--- src/hdl/avl_bus_pkg.sv ---
package avl_bus_pkg;

  // Bus widths
  localparam int ADDR_W = 32;
  localparam int DATA_W = 32;

  // Longest burst a master may issue
  localparam int BURST_MAX_COUNT = 8;

  // Burst count field must hold BURST_MAX_COUNT itself
  localparam int BURST_CNT_W = $clog2(BURST_MAX_COUNT) + 1;

  // Upper bound on masters sharing the slave
  localparam int MASTER_MAX = 16;

  // Outstanding reads tracked by the response router
  localparam int RSP_FIFO_DEPTH = 16;

  // One master command as seen on the bus
  // Fields follow the slave port order
  typedef struct packed {
    // Target address
    logic [ADDR_W-1:0]      address;
    // Write payload, ignored on reads
    logic [DATA_W-1:0]      writedata;
    // Read strobe
    logic                   read;
    // Write strobe
    logic                   write;
    // Beats in this burst, valid on first beat
    logic [BURST_CNT_W-1:0] burst_count;
    // High only on the first beat of a burst
    logic                   begin_burst_transfer;
  } avl_cmd_t;

endpackage

--- src/hdl/avl_bus_priority_encoder.sv ---
`timescale 1ns/1ps

module avl_bus_priority_encoder #(
  parameter int SIGN_WIDTH = 8
) (
  input  logic [SIGN_WIDTH-1:0]         in,
  output logic [$clog2(SIGN_WIDTH)-1:0] out,
  output logic                          valid
);

  localparam int IDX_W = $clog2(SIGN_WIDTH);

  // Lowest set bit wins
  // Scan from the top so the last hit is the lowest index
  always_comb begin
    out = '0;
    for (int i = SIGN_WIDTH - 1; i >= 0; i--) begin
      if (in[i]) begin
        out = IDX_W'(i);
      end
    end
  end

  // Any request at all
  assign valid = |in;

endmodule

--- src/hdl/avl_bus_mux_n21.sv ---
`timescale 1ns/1ps

module avl_bus_mux_n21 #(
  parameter int  NUM       = 4,
  parameter type PAYLOAD_T = logic [7:0]
) (
  input  logic [$clog2(NUM)-1:0] sel,
  input  PAYLOAD_T               in [NUM],
  output PAYLOAD_T               out
);

  // Out-of-range index falls back to entry 0
  // Only reachable when NUM is not a power of two
  always_comb begin
    if (int'(sel) < NUM) begin
      out = in[sel];
    end else begin
      out = in[0];
    end
  end

endmodule

--- src/hdl/avl_bus_nm21_arb.sv ---
`timescale 1ns/1ps

module avl_bus_nm21_arb #(
  // 0 round robin, 1 fixed priority
  parameter int ARB_METHOD = 0,
  parameter int MASTER_NUM = 4
) (
  input  logic                          clk,
  input  logic                          rest,
  input  logic [MASTER_NUM-1:0]         request,
  input  avl_bus_pkg::avl_cmd_t         avl_m_cmd,
  input  logic                          avl_m_ready,
  output logic [$clog2(MASTER_NUM)-1:0] sel
);

  localparam int SEL_W = $clog2(MASTER_NUM);

  typedef logic [MASTER_NUM-1:0] req_vec_t;

  // Remaining beats of a locked burst
  logic [avl_bus_pkg::BURST_CNT_W-1:0] lock_cnt;
  logic [SEL_W-1:0]                    lock_sel;
  // Master accepted most recently
  logic [SEL_W-1:0]                    last_sel;
  // Grant when no burst is in progress
  logic [SEL_W-1:0]                    now_sel;
  // Winner in real master numbering, before the idle fallback
  logic [SEL_W-1:0]                    base_sel;
  req_vec_t                            enc_in;
  logic [SEL_W-1:0]                    enc_out;
  logic                                enc_valid;
  logic                                accept;

  // Beat handed to the slave this cycle
  assign accept = avl_m_ready && (avl_m_cmd.read || avl_m_cmd.write);

  // Nobody asking, so park on the last grant
  assign now_sel = enc_valid ? base_sel : last_sel;

  // Burst lock overrides arbitration
  assign sel = (lock_cnt != '0) ? lock_sel : now_sel;

  generate
    if (ARB_METHOD == 0) begin : g_rr
      req_vec_t       rot [MASTER_NUM];
      logic [SEL_W:0] sum;

      // rot[k] bit 0 is the master right after k
      for (genvar k = 0; k < MASTER_NUM; k++) begin : g_rot
        for (genvar j = 0; j < MASTER_NUM; j++) begin : g_bit
          assign rot[k][j] = request[(k + 1 + j) % MASTER_NUM];
        end
      end

      // Pick the rotation that starts after the last grant
      avl_bus_mux_n21 #(
        .NUM      (MASTER_NUM),
        .PAYLOAD_T(req_vec_t)
      ) rot_mux_inst (
        .sel(last_sel),
        .in (rot),
        .out(enc_in)
      );

      // Undo the rotation, sum stays below 2*MASTER_NUM
      assign sum = {1'b0, last_sel} + {1'b0, enc_out} + (SEL_W + 1)'(1);
      assign base_sel = (int'(sum) >= MASTER_NUM) ? SEL_W'(int'(sum) - MASTER_NUM)
                                                  : sum[SEL_W-1:0];
    end else begin : g_prio
      // Lowest index always wins
      assign enc_in   = request;
      assign base_sel = enc_out;
    end
  endgenerate

  avl_bus_priority_encoder #(
    .SIGN_WIDTH(MASTER_NUM)
  ) enc_inst (
    .in   (enc_in),
    .out  (enc_out),
    .valid(enc_valid)
  );

  // Burst lock, loaded on an accepted first beat
  always_ff @(posedge clk or negedge rest) begin
    if (!rest) begin
      lock_cnt <= '0;
      lock_sel <= '0;
    end else if (accept) begin
      if (lock_cnt != '0) begin
        lock_cnt <= lock_cnt - 1'b1;
      end else if (avl_m_cmd.begin_burst_transfer && avl_m_cmd.burst_count != '0) begin
        // First beat already counts
        lock_cnt <= avl_m_cmd.burst_count - 1'b1;
        lock_sel <= sel;
      end
    end
  end

  // Master 0 goes first after reset
  always_ff @(posedge clk or negedge rest) begin
    if (!rest) begin
      last_sel <= SEL_W'(MASTER_NUM - 1);
    end else if (accept) begin
      last_sel <= sel;
    end
  end

endmodule

--- src/hdl/avl_bus_rsp_route.sv ---
`timescale 1ns/1ps

module avl_bus_rsp_route #(
  parameter int MASTER_NUM = 4
) (
  input  logic                          clk,
  input  logic                          rest,
  input  logic                          push,
  input  logic [$clog2(MASTER_NUM)-1:0] owner,
  input  logic                          pop,
  output logic                          full,
  output logic [MASTER_NUM-1:0]         readdatavalid_out
);

  localparam int OWN_W   = $clog2(MASTER_NUM);
  localparam int DEPTH   = avl_bus_pkg::RSP_FIFO_DEPTH;
  localparam int PTR_W   = $clog2(DEPTH);
  localparam int COUNT_W = PTR_W + 1;

  // Issuer of each outstanding read, oldest at rd_ptr
  logic [OWN_W-1:0]   owner_mem [DEPTH];
  logic [PTR_W-1:0]   wr_ptr;
  logic [PTR_W-1:0]   rd_ptr;
  logic [COUNT_W-1:0] count;
  logic               do_push;
  logic               do_pop;

  assign full = (count == COUNT_W'(DEPTH));

  // Drop a push into a full FIFO
  assign do_push = push && !full;
  // Stray return with nothing outstanding is ignored
  assign do_pop  = pop && (count != '0);

  // Owner storage
  always_ff @(posedge clk) begin
    if (do_push) begin
      owner_mem[wr_ptr] <= owner;
    end
  end

  // Pointers and fill level
  always_ff @(posedge clk or negedge rest) begin
    if (!rest) begin
      wr_ptr <= '0;
      rd_ptr <= '0;
      count  <= '0;
    end else begin
      if (do_push) begin
        wr_ptr <= wr_ptr + 1'b1;
      end
      if (do_pop) begin
        rd_ptr <= rd_ptr + 1'b1;
      end
      // Simultaneous push and pop leaves the level alone
      case ({do_push, do_pop})
        2'b10:   count <= count + 1'b1;
        2'b01:   count <= count - 1'b1;
        default: count <= count;
      endcase
    end
  end

  // One-hot strobe to the master at the head
  always_comb begin
    readdatavalid_out = '0;
    if (do_pop) begin
      readdatavalid_out[owner_mem[rd_ptr]] = 1'b1;
    end
  end

endmodule

--- src/hdl/avl_bus_nm21.sv ---
`timescale 1ns/1ps

module avl_bus_nm21 #(
  parameter int ARB_METHOD = 0,
  parameter int MASTER_NUM = 4
) (
  input  logic                                                clk,
  input  logic                                                rest,
  // Master side
  input  logic [MASTER_NUM-1:0]                               m_request,
  input  logic [MASTER_NUM-1:0][avl_bus_pkg::ADDR_W-1:0]      m_address,
  input  logic [MASTER_NUM-1:0][avl_bus_pkg::DATA_W-1:0]      m_writedata,
  input  logic [MASTER_NUM-1:0]                               m_read,
  input  logic [MASTER_NUM-1:0]                               m_write,
  input  logic [MASTER_NUM-1:0][avl_bus_pkg::BURST_CNT_W-1:0] m_burstcount,
  input  logic [MASTER_NUM-1:0]                               m_begin_burst,
  output logic [MASTER_NUM-1:0]                               m_ready,
  output logic [avl_bus_pkg::DATA_W-1:0]                      m_readdata,
  output logic [MASTER_NUM-1:0]                               m_readdatavalid,
  // Slave side
  output logic [avl_bus_pkg::ADDR_W-1:0]                      s_address,
  output logic [avl_bus_pkg::DATA_W-1:0]                      s_writedata,
  output logic                                                s_read,
  output logic                                                s_write,
  output logic [avl_bus_pkg::BURST_CNT_W-1:0]                 s_burstcount,
  output logic                                                s_begin_burst,
  input  logic                                                s_ready,
  input  logic [avl_bus_pkg::DATA_W-1:0]                      s_readdata,
  input  logic                                                s_readdatavalid
);

  localparam int SEL_W = $clog2(MASTER_NUM);

  // Master count out of range
  if (MASTER_NUM < 2 || MASTER_NUM > avl_bus_pkg::MASTER_MAX) begin : g_cfg_check
    $error("avl_bus_nm21: MASTER_NUM out of range");
  end

  avl_bus_pkg::avl_cmd_t m_cmd [MASTER_NUM];
  avl_bus_pkg::avl_cmd_t grant_cmd;
  logic [SEL_W-1:0]      sel;
  logic                  rsp_full;
  logic                  read_stall;
  logic                  bus_ready;

  // Pack each master's loose ports into one command
  for (genvar i = 0; i < MASTER_NUM; i++) begin : g_pack
    assign m_cmd[i].address              = m_address[i];
    assign m_cmd[i].writedata            = m_writedata[i];
    assign m_cmd[i].read                 = m_read[i];
    assign m_cmd[i].write                = m_write[i];
    assign m_cmd[i].burst_count          = m_burstcount[i];
    assign m_cmd[i].begin_burst_transfer = m_begin_burst[i];
    // Only the granted master sees ready
    assign m_ready[i] = (sel == SEL_W'(i)) ? bus_ready : 1'b0;
  end

  avl_bus_nm21_arb #(
    .ARB_METHOD(ARB_METHOD),
    .MASTER_NUM(MASTER_NUM)
  ) arb_inst (
    .clk        (clk),
    .rest       (rest),
    .request    (m_request),
    .avl_m_cmd  (grant_cmd),
    .avl_m_ready(bus_ready),
    .sel        (sel)
  );

  avl_bus_mux_n21 #(
    .NUM      (MASTER_NUM),
    .PAYLOAD_T(avl_bus_pkg::avl_cmd_t)
  ) cmd_mux_inst (
    .sel(sel),
    .in (m_cmd),
    .out(grant_cmd)
  );

  // No room to record the owner, hold the read back
  assign read_stall = rsp_full && grant_cmd.read;
  assign bus_ready  = s_ready && !read_stall;

  // Granted command to the slave
  // Read hidden during a stall so the slave cannot take it
  assign s_address     = grant_cmd.address;
  assign s_writedata   = grant_cmd.writedata;
  assign s_read        = grant_cmd.read && !rsp_full;
  assign s_write       = grant_cmd.write;
  assign s_burstcount  = grant_cmd.burst_count;
  assign s_begin_burst = grant_cmd.begin_burst_transfer;

  // Read data shared, valid steered per master
  assign m_readdata = s_readdata;

  avl_bus_rsp_route #(
    .MASTER_NUM(MASTER_NUM)
  ) rsp_route_inst (
    .clk              (clk),
    .rest             (rest),
    .push             (bus_ready && grant_cmd.read),
    .owner            (sel),
    .pop              (s_readdatavalid),
    .full             (rsp_full),
    .readdatavalid_out(m_readdatavalid)
  );

endmodule

--- config.mk ---
export PLATFORM = sky130hd
export DESIGN_NAME = avl_bus_nm21
export DESIGN_NICKNAME = d
export VERILOG_FILES = /design/src/hdl/avl_bus_pkg.sv /design/src/hdl/avl_bus_priority_encoder.sv /design/src/hdl/avl_bus_mux_n21.sv /design/src/hdl/avl_bus_nm21_arb.sv /design/src/hdl/avl_bus_rsp_route.sv /design/src/hdl/avl_bus_nm21.sv
export SDC_FILE = /design/constraint.sdc
export NUM_CORES = 1
export LEC_CHECK = 0
export BUFFER_PORTS_ARGS = -buffer_cell sky130_fd_sc_hd__buf_2
export CORE_AREA = 2 2 168 170
export CTS_CLUSTER_DIAMETER = 50
export CTS_CLUSTER_SIZE = 24
export DETAILED_ROUTE_END_ITERATION = 7
export DIE_AREA = 0 0 170 172
export GPL_ROUTABILITY_DRIVEN = 0
export GPL_TIMING_DRIVEN = 0
export PLACE_DENSITY = 0.55
export SLEW_MARGIN = 20
export SYNTH_ARGS = -nofsm -noshare
export SYNTH_HDL_FRONTEND = slang
export SYNTH_SLANG_ARGS = --single-unit
--- constraint.sdc ---
create_clock -name clk -period 5.2 [get_ports clk]
set_input_delay 0.78 -clock clk [delete_from_list [all_inputs] [get_ports clk]]
set_output_delay 0.78 -clock clk [all_outputs]
set_load 0.005 [all_outputs]
; Word level (Yosys, flattened, before mapping)
; Memories as Yosys holds them, arrays and structs flattened.
; Index checks and enable logic that the tools add are counted.
[word_totals]
wordCells = 76
in_bits = 324
n_memories = 1
output_inout_bits = 111
ff_bits = 21
mem_bits_rw = 32
latchBits = 0
rom_bits = 0
[mem_list]
columns = name, words, width, rd, rd_clocked_by_memory_dff, wr, line_no
row1 = rsp_route_inst.owner_mem, 16, 2, 1, 0, 1, avl_bus_rsp_route.sv:21  ; logic [OWN_W-1:0] owner_mem [DEPTH];
[classes]
n_mul = 0
magnitude_cmp = 5
bitwise_logic = 3
shifts = 0
div = 0
n_reduce_logical = 21
n_mux = 25
add_sub_neg = 9
eq_ne = 6
[op_table]
columns = op, count
row1 = 71-bit binary-select mux with 2-bit select, 1
row2 = 71-bit two-way mux, 2
row3 = 4-bit two-way mux, 5
row4 = 2-bit two-way mux, 7
row5 = 5-bit case mux with 2 select lines, 1
row6 = "3-bit >= comparator, second input constant", 3
row7 = 1-bit logical AND, 9
row8 = "4-bit by 1-bit adder with 4-bit output, second input constant", 2
row9 = 4-bit binary-select mux with 2-bit select, 1
row10 = 4-bit nonzero test, 2
row11 = "4-bit by 1-bit subtractor with 4-bit output, second input constant", 2
row12 = 1-bit two-way mux, 7
row13 = "2-bit == test, second input constant", 3
row14 = 2-bit inverter with 3-bit output, 2
row15 = "5-bit by 1-bit adder with 5-bit output, second input constant", 1
row16 = "5-bit == test, second input constant", 1
row17 = 5-bit nonzero test, 1
row18 = "5-bit by 1-bit subtractor with 5-bit output, second input constant", 1
row19 = "2-bit by 1-bit == test with 1-bit output, second input constant", 2
row20 = 2-bit nonzero test, 2
row21 = 4-bit OR reduction, 1
row22 = 2-bit by 2-bit adder with 3-bit output, 1
row23 = "3-bit by 1-bit adder with 3-bit output, second input constant", 1
row24 = "2-bit by 3-bit less-than comparator with 1-bit output, second input constant", 1
row25 = other kinds (9), 10

; Depth between registers and ports, before layout
[logic_depth]
ltp_word = 25
mapped_depth = 24
mapped_depth_nobuf = 22

; Cells and area by module
; From an unflattened synthesis, not the netlist that was laid out.
[hier_totals]
hier_cells = 345
hier_area_um2 = 4844.6
[by_module_without_submodules]
columns = module, n_inst, cells_per_inst, area_each_um2, seq_area_each_um2
row1 = avl_bus_rsp_route, 1, 146, 2085.8, 1286.2
row2 = avl_bus_mux_n21 (cmd_mux_inst), 1, 87, 1793.0, 0.0
row3 = avl_bus_nm21_arb, 1, 61, 515.5, 202.7
row4 = avl_bus_nm21, 1, 40, 310.3, 0.0
row5 = avl_bus_mux_n21 (arb_inst.g_rr.rot_mux_inst), 1, 4, 105.1, 0.0
row6 = avl_bus_priority_encoder, 1, 7, 35.0, 0.0

; Worst setup path after synthesis
; No wires, ideal clock.
[synth_timing]
path_kind = input to register
startpoint = input m_request[1]
endpoint = register rsp_route_inst.count[4]
cell_stages = 24
slack_ns = 0.642
arrival_time_ns = 4.435
setup_time_ns = 0.123
required_ns = 5.077
n_path_buf = 3
cell_sequence = buf_2 nor3_1 a311oi_1 a31oi_1 a211oi_1 ha_1 o41ai_1 o21a_1 mux2i_1 buf_6 inv_4 mux2i_1 a2111oi_4 inv_1 ha_1 clkbuf_1 xor2_1 ha_1 a21o_1 nand2_1 a21oi_1 a211oi_1 nor2_1 xnor2_1
[synth_between]
elab_chain_cells = 24
word_cells_on_any_way = 28
cone_classes = add/sub: 3 / order compare: 1 / eq/ne: 2 / mux: 14 / bitwise: 1 / reduce/logical: 7
[synth_rtl]
columns = item, line_no
row1 = from (decl), avl_bus_nm21.sv:10  ; input logic [MASTER_NUM-1:0] m_request,
row2 = 4-bit binary-select mux with 2-bit select (*), avl_bus_mux_n21.sv:16  ; out = in[sel];
row3 = 4-bit two-way mux (not written as such) (*) (2 in series), avl_bus_mux_n21.sv:16
row4 = 2-bit two-way mux (4 in series), avl_bus_priority_encoder.sv:18  ; if (in[i]) begin
row5 = 2-bit by 2-bit adder with 3-bit output, avl_bus_nm21_arb.sv:66  ; assign sum = {1'b0, last_sel} + {1'b0, enc_out} + (SEL_W + 1)'(1);
row6 = 3-bit by 1-bit adder with 3-bit output, avl_bus_nm21_arb.sv:66
row7 = 3-bit >= comparator / 2-bit by 1-bit subtractor with 2-bit output (equally long branches), avl_bus_nm21_arb.sv:67  ; assign base_sel = (int'(sum) >= MASTER_NUM) ? SEL_W'(int'(sum) - MASTER_NUM)
row8 = 2-bit two-way mux, avl_bus_nm21_arb.sv:67
row9 = 2-bit two-way mux (*), avl_bus_nm21_arb.sv:38  ; assign now_sel = enc_valid ? base_sel : last_sel;
row10 = [... 3 more ...], n/a
row11 = 71-bit two-way mux (not written as such) (*) (2 in series), avl_bus_mux_n21.sv:16
row12 = 1-bit logical AND, avl_bus_nm21.sv:80  ; assign read_stall = rsp_full && grant_cmd.read;
row13 = 1-bit zero test, avl_bus_nm21.sv:81  ; assign bus_ready = s_ready && !read_stall;
row14 = 1-bit logical AND, avl_bus_nm21.sv:81
row15 = 1-bit logical AND (*), avl_bus_nm21.sv:100  ; .push (bus_ready && grant_cmd.read),
row16 = 1-bit logical AND (*), avl_bus_rsp_route.sv:31  ; assign do_push = push && !full;
row17 = 2-bit by 1-bit == test with 1-bit output / 2-bit == test (equally long branches), avl_bus_rsp_route.sv:56  ; case ({do_push, do_pop})
row18 = 5-bit case mux with 2 select lines / 2-bit nonzero test (equally long branches), n/a
row19 = to (signal assigned), avl_bus_rsp_route.sv:57  ; 2'b10: count <= count + 1'b1;
row20 = to (signal assigned), avl_bus_rsp_route.sv:58  ; 2'b01: count <= count - 1'b1;
row21 = to (signal assigned), avl_bus_rsp_route.sv:59  ; default: count <= count;
row22 = to (decl), avl_bus_rsp_route.sv:24  ; logic [COUNT_W-1:0] count;
; Every way passes the cells marked *; elsewhere a longest branch is shown, timed or not. The select of a mux whose other input is x is not followed.
; A chain may end at the register's enable or synchronous reset.

; Worst setup path after layout
[layout_timing]
startpoint = register arb_inst.last_sel[0]
endpoint = output s_writedata[17] (netlist name)
[layout_between]
elab_chain_cells = 18
word_cells_on_any_way = 20
cone_classes = add/sub: 3 / order compare: 1 / mux: 13 / bitwise: 2 / reduce/logical: 1
[layout_rtl]
columns = item, line_no
row1 = from (decl), avl_bus_nm21_arb.sv:24  ; logic [SEL_W-1:0] last_sel;
row2 = from (signal assigned), avl_bus_nm21_arb.sv:103  ; last_sel <= SEL_W'(MASTER_NUM - 1);
row3 = from (signal assigned), avl_bus_nm21_arb.sv:105  ; last_sel <= sel;
row4 = 2-bit inverter with 3-bit output (not written as such), avl_bus_mux_n21.sv:16
row5 = 4-bit binary-select mux with 2-bit select, avl_bus_mux_n21.sv:16
row6 = 4-bit two-way mux (not written as such) (2 in series), avl_bus_mux_n21.sv:16
row7 = 2-bit two-way mux (4 in series), avl_bus_priority_encoder.sv:18
row8 = 2-bit by 2-bit adder with 3-bit output, avl_bus_nm21_arb.sv:66
row9 = 3-bit by 1-bit adder with 3-bit output, avl_bus_nm21_arb.sv:66
row10 = 3-bit >= comparator / 2-bit by 1-bit subtractor with 2-bit output (equally long branches), avl_bus_nm21_arb.sv:67
row11 = 2-bit two-way mux, avl_bus_nm21_arb.sv:67
row12 = 2-bit two-way mux (*), avl_bus_nm21_arb.sv:38
row13 = 2-bit two-way mux (*), avl_bus_nm21_arb.sv:41  ; assign sel = (lock_cnt != '0) ? lock_sel : now_sel;
row14 = 2-bit inverter with 3-bit output (not written as such) (*), avl_bus_mux_n21.sv:16
row15 = 71-bit binary-select mux with 2-bit select (*), avl_bus_mux_n21.sv:16
row16 = 71-bit two-way mux (not written as such) (*) (2 in series), avl_bus_mux_n21.sv:16
row17 = to (decl), avl_bus_nm21.sv:22  ; output logic [avl_bus_pkg::DATA_W-1:0] s_writedata,
; Marks and branches as above.

==> results by group <==
Clock tree
  • CTS clk-pin slew, worst paths: about 70 ps
  • Total CTS buffers: 5
  • CTS tree: yes
  • H-tree depth: 2
  • CTS Buffer Depth: 2
  • Skew-Pair Late Insertion Delay: approximately 300 ps
  • CTS sink count: 53
  • Clock root cell: clkbuf_16

Routing
  • Post-DRT Antenna Nets: 0
  • Drt total wl: between 20 and 30 mm
  • DR iter-0 viols: 567
  • First-pass DRT Iterations: 5
  • Via count: about 7.1k
  • Mean routed wirelength per cell: 19.5 um
  • Vias per cell: 4.75
  • Number of remaining DRC errors: 0

Setup path
  • WS Path Type: flop to primary output
  • Critical path, cell by cell: buf_2 > nor3_1 > a311oi_1 > a31oi_1 > a211oi_1 > ha_1 > o41ai_1 > o21a_1 > mux2i_1 > buf_6 > inv_4 > clkbuf_1 > nand2_1 > and3_1 > a31oi_1 > buf_2
  • Reg-to-Reg Start: arb_inst.last_sel[0]
  • Crit path from: arb_inst.last_sel[0]
  • Critical path capture point type: primary output
  • R2R depth: 24
  • Arr. time, crit path: about 4200 ps
  • Crit path depth: 16
  • R2R Setup Slk: roughly 460 ps
  • Reg2reg end: rsp_route_inst.count[4]
  • Worst-path maximum fanout: 10
  • Startpoint Class: flop
  • Slowest stage delay, CP: between 500 and 600 ps
  • CP max-delay cell: clkbuf_1
  • Delay-heaviest family, CP: buffers and inverters
  • Crit path to: s_writedata[17]
  • Crit path buf inv count: 5
  • Req. time, crit path: roughly 4400 ps

Logic synthesis
  • Avg Synthesized Cell Area: 7.27 sq um
  • Post-synth top area cell: nand2_1
  • Ys async rst share: 0.396
  • Synth Net Count: approximately 1.1k
  • Synth area leaders: nand2_1 (19%), edfxtp_1 (18%), dfrtp_1 (8.9%), a31oi_1 (7.8%), and3_1 (7.8%)
  • Post-synthesis register bit count: 53
  • Synth cell types: between 50 and 60
  • Sequential share of the synthesized area: 0.280
  • Syn Inst Count: roughly 730
  • Cell area after synthesis: between 5000 and 6000 sq um
  • Synth Warn #: 0
  • EDFF count, synth: 32
  • Main synth FF type: edfxtp_1
  • Top cell type's share of synthesized area: 0.194

GRT
  • Grt total ovfl: 0
  • GRT Util Overall: 0.184
  • Pin count of the biggest net entering global routing: 26
  • First-pass GRT wire length: around 40 mm
  • Initial antenna violation count: 6
  • Vias in the first global route: 6581

Timing
  • Setup Skew: just over 6 ps
  • Period utilization: 0.964
  • Endpoints failing setup: 0
  • Rel. slew slack: 0.444
  • Setup TNS: 0 ps
  • Min Tclk post-route: 5010 ps
  • Worst Tran Pin Value: 834 ps
  • Final Hold Viols: 0
  • Final Slew Violations: 0
  • Fmax: around 0.20 GHz

Floorplanning
  • Ports: between 400 and 500
  • Row Count: between 60 and 70
  • Horiz. Die Dim: ~170 um
  • Die Y: around 170 um
  • Core area: 27500 sq um
  • DIE AREA: ~29000 sq um
  • Starting density of the core: 0.193

Final layout
  • Final Cell Area: ~8000 sq um
  • Area growth syn-to-layout: 50.0%
  • Final Util: 0.290
  • Share of layout cells above drive strength 1: 0.429
  • Final net count: between 1k and 1.5k

Placed design
  • Port-buffer cells: 400
  • Placed cell areas: between 7000 and 8000 sq um
  • Post-DP HPWL: between 20 and 25 mm

Run
  • Maxcap violations: 0

Pwr
  • Peak VDD IR: roughly 0.28 mV
  • Leak: ~4.1 nW
  • Cell Pwr Density: slightly above 700 nW/um^2
  • Post-route total power: about 5.7 mW

Run status
  • Status: finished clean

Min path
  • Hold Crit Class: input port to asynchronous set/reset pin
cell usage in the layout, fill, tap and decap left out, types with 9 or more instances in the layout:
cell type	synthesis	layout
nor2_1	22	22
mux2i_1	19	19
buf_4	32	33
inv_1	17	17
a31oi_1	66	65
buf_2	6	407
dfrtp_1	19	19
nor3_1	14	14
ha_1	10	10
and2_1	10	10
mux4_2	11	11
and3_1	66	66
edfxtp_1	32	32
nand2_1	274	274
clkbuf_1	44	34
clkbuf_2	0	9
repair_timing:
action	4_1_cts	5_1_grt
buffers inserted	0	1
resized for setup	5	15
pin swaps	0	1
setup endpoints to repair	67	38
hold buffers	0	0
power breakdown:
group	leakage, nW	switching [mW]	total, mW	internal, mW
clock network	0.0775	0.154	0.380	0.226
logic	3.46	2.88	4.63	1.75
registers	0.544	0.0873	0.714	0.627
total	4.08	3.13	5.72	2.60
how the worst min path moves through the flow:
stage,cells past startpoint,startpoint,endpoint,slack [ps]
after detailed placement,1,arb_inst.lock_sel[1],arb_inst.lock_sel[1],490
after global placement,1,arb_inst.lock_sel[1],arb_inst.lock_sel[1],490
after floorplan,1,arb_inst.lock_sel[1],arb_inst.lock_sel[1],470
after CTS,1,rest,rsp_route_inst.rd_ptr[3],470
after global routing,1,rest,rsp_route_inst.rd_ptr[3],490
final,1,rest,rsp_route_inst.rd_ptr[3],430
synthesized netlist by cell type (3+ instances only):
cell type	n
a211oi_1	4
a21oi_1	8
a31oi_1	66
and2_1	10
and3_1	66
buf_1	4
buf_2	6
buf_4	32
clkbuf_1	44
dfrtp_1	19
edfxtp_1	32
ha_1	10
inv_1	17
mux2_2	6
mux2i_1	19
mux4_2	11
nand2_1	274
nor2_1	22
nor3_1	14
nor4_1	4
o211ai_1	3
o21a_1	3
o21ai_0	7
xnor2_1	7
xor2_1	6
registers in the layout (all words and copies together), names as in the netlist:
name / cells
rsp_route_inst.owner_mem: 32
rsp_route_inst.count: 5
arb_inst.lock_cnt: 4
rsp_route_inst.rd_ptr: 4
rsp_route_inst.wr_ptr: 4
arb_inst.last_sel: 2
arb_inst.lock_sel: 2
layer usage:
layer | vias to the layer above | global-route usage | wire, um | share of wire
met5 | - | 0 | 11 | 0.00038
met2 | 336 | 0.302 | 13900 | 0.48
met1 | 3377 | 0.241 | 11800 | 0.41
li1 | 3322 | - | - | -
met4 | 2 | 0.0524 | 813 | 0.028
met3 | 44 | 0.0428 | 2600 | 0.089
kinds of logic after synthesis:
| kind of cell | after synthesis | share of synthesized area |
|---|---|---|
| xor gates and xnor gates | 13 | 0.0214 |
| buffers and inverters | 106 | 0.101 |
| muxes | 38 | 0.101 |
| AOI/OAI and AO/OA | 107 | 0.135 |
| and+or+nand+nor | 404 | 0.338 |
| adders and majority gates | 10 | 0.0236 |
| DFF | 53 | 0.280 |
through the flow:
stage	instances	setup slack [ps]	hold slack, ps
final	1492	186	434
after global routing	1486	-0.159	489
after CTS	1485	27.6	470
after floorplan	731	642	473
after detailed placement	1477	-586	494
after global placement	1477	-558	488
cell type report:
type                            instances  area [sq um]
Clock inverter                          3          41.3
Antenna cell                            6          15.0
Tap cell                              346           433
Buffer                                 87           482
Inverter                               19          73.8
Timing Repair Buffer                  401          2010
Clock buffer                            5           125
Sequential cell                        53          1490
Fill cell                            3116         19500
Multi-Input combinational cell        572          3300
worst register-to-register path: cells and delay by family, from the launching register on:
family / cells / cell delay [ps]
compound gates: 9 / 1390
xor+xnor: 2 / 310
fa+ha+maj: 3 / 640
buf+inv: 6 / 1050
flops: 1 / 530
mux: 2 / 560
simple gates: 2 / 160
No activity file was read; power rests on OpenSTA's default activity.
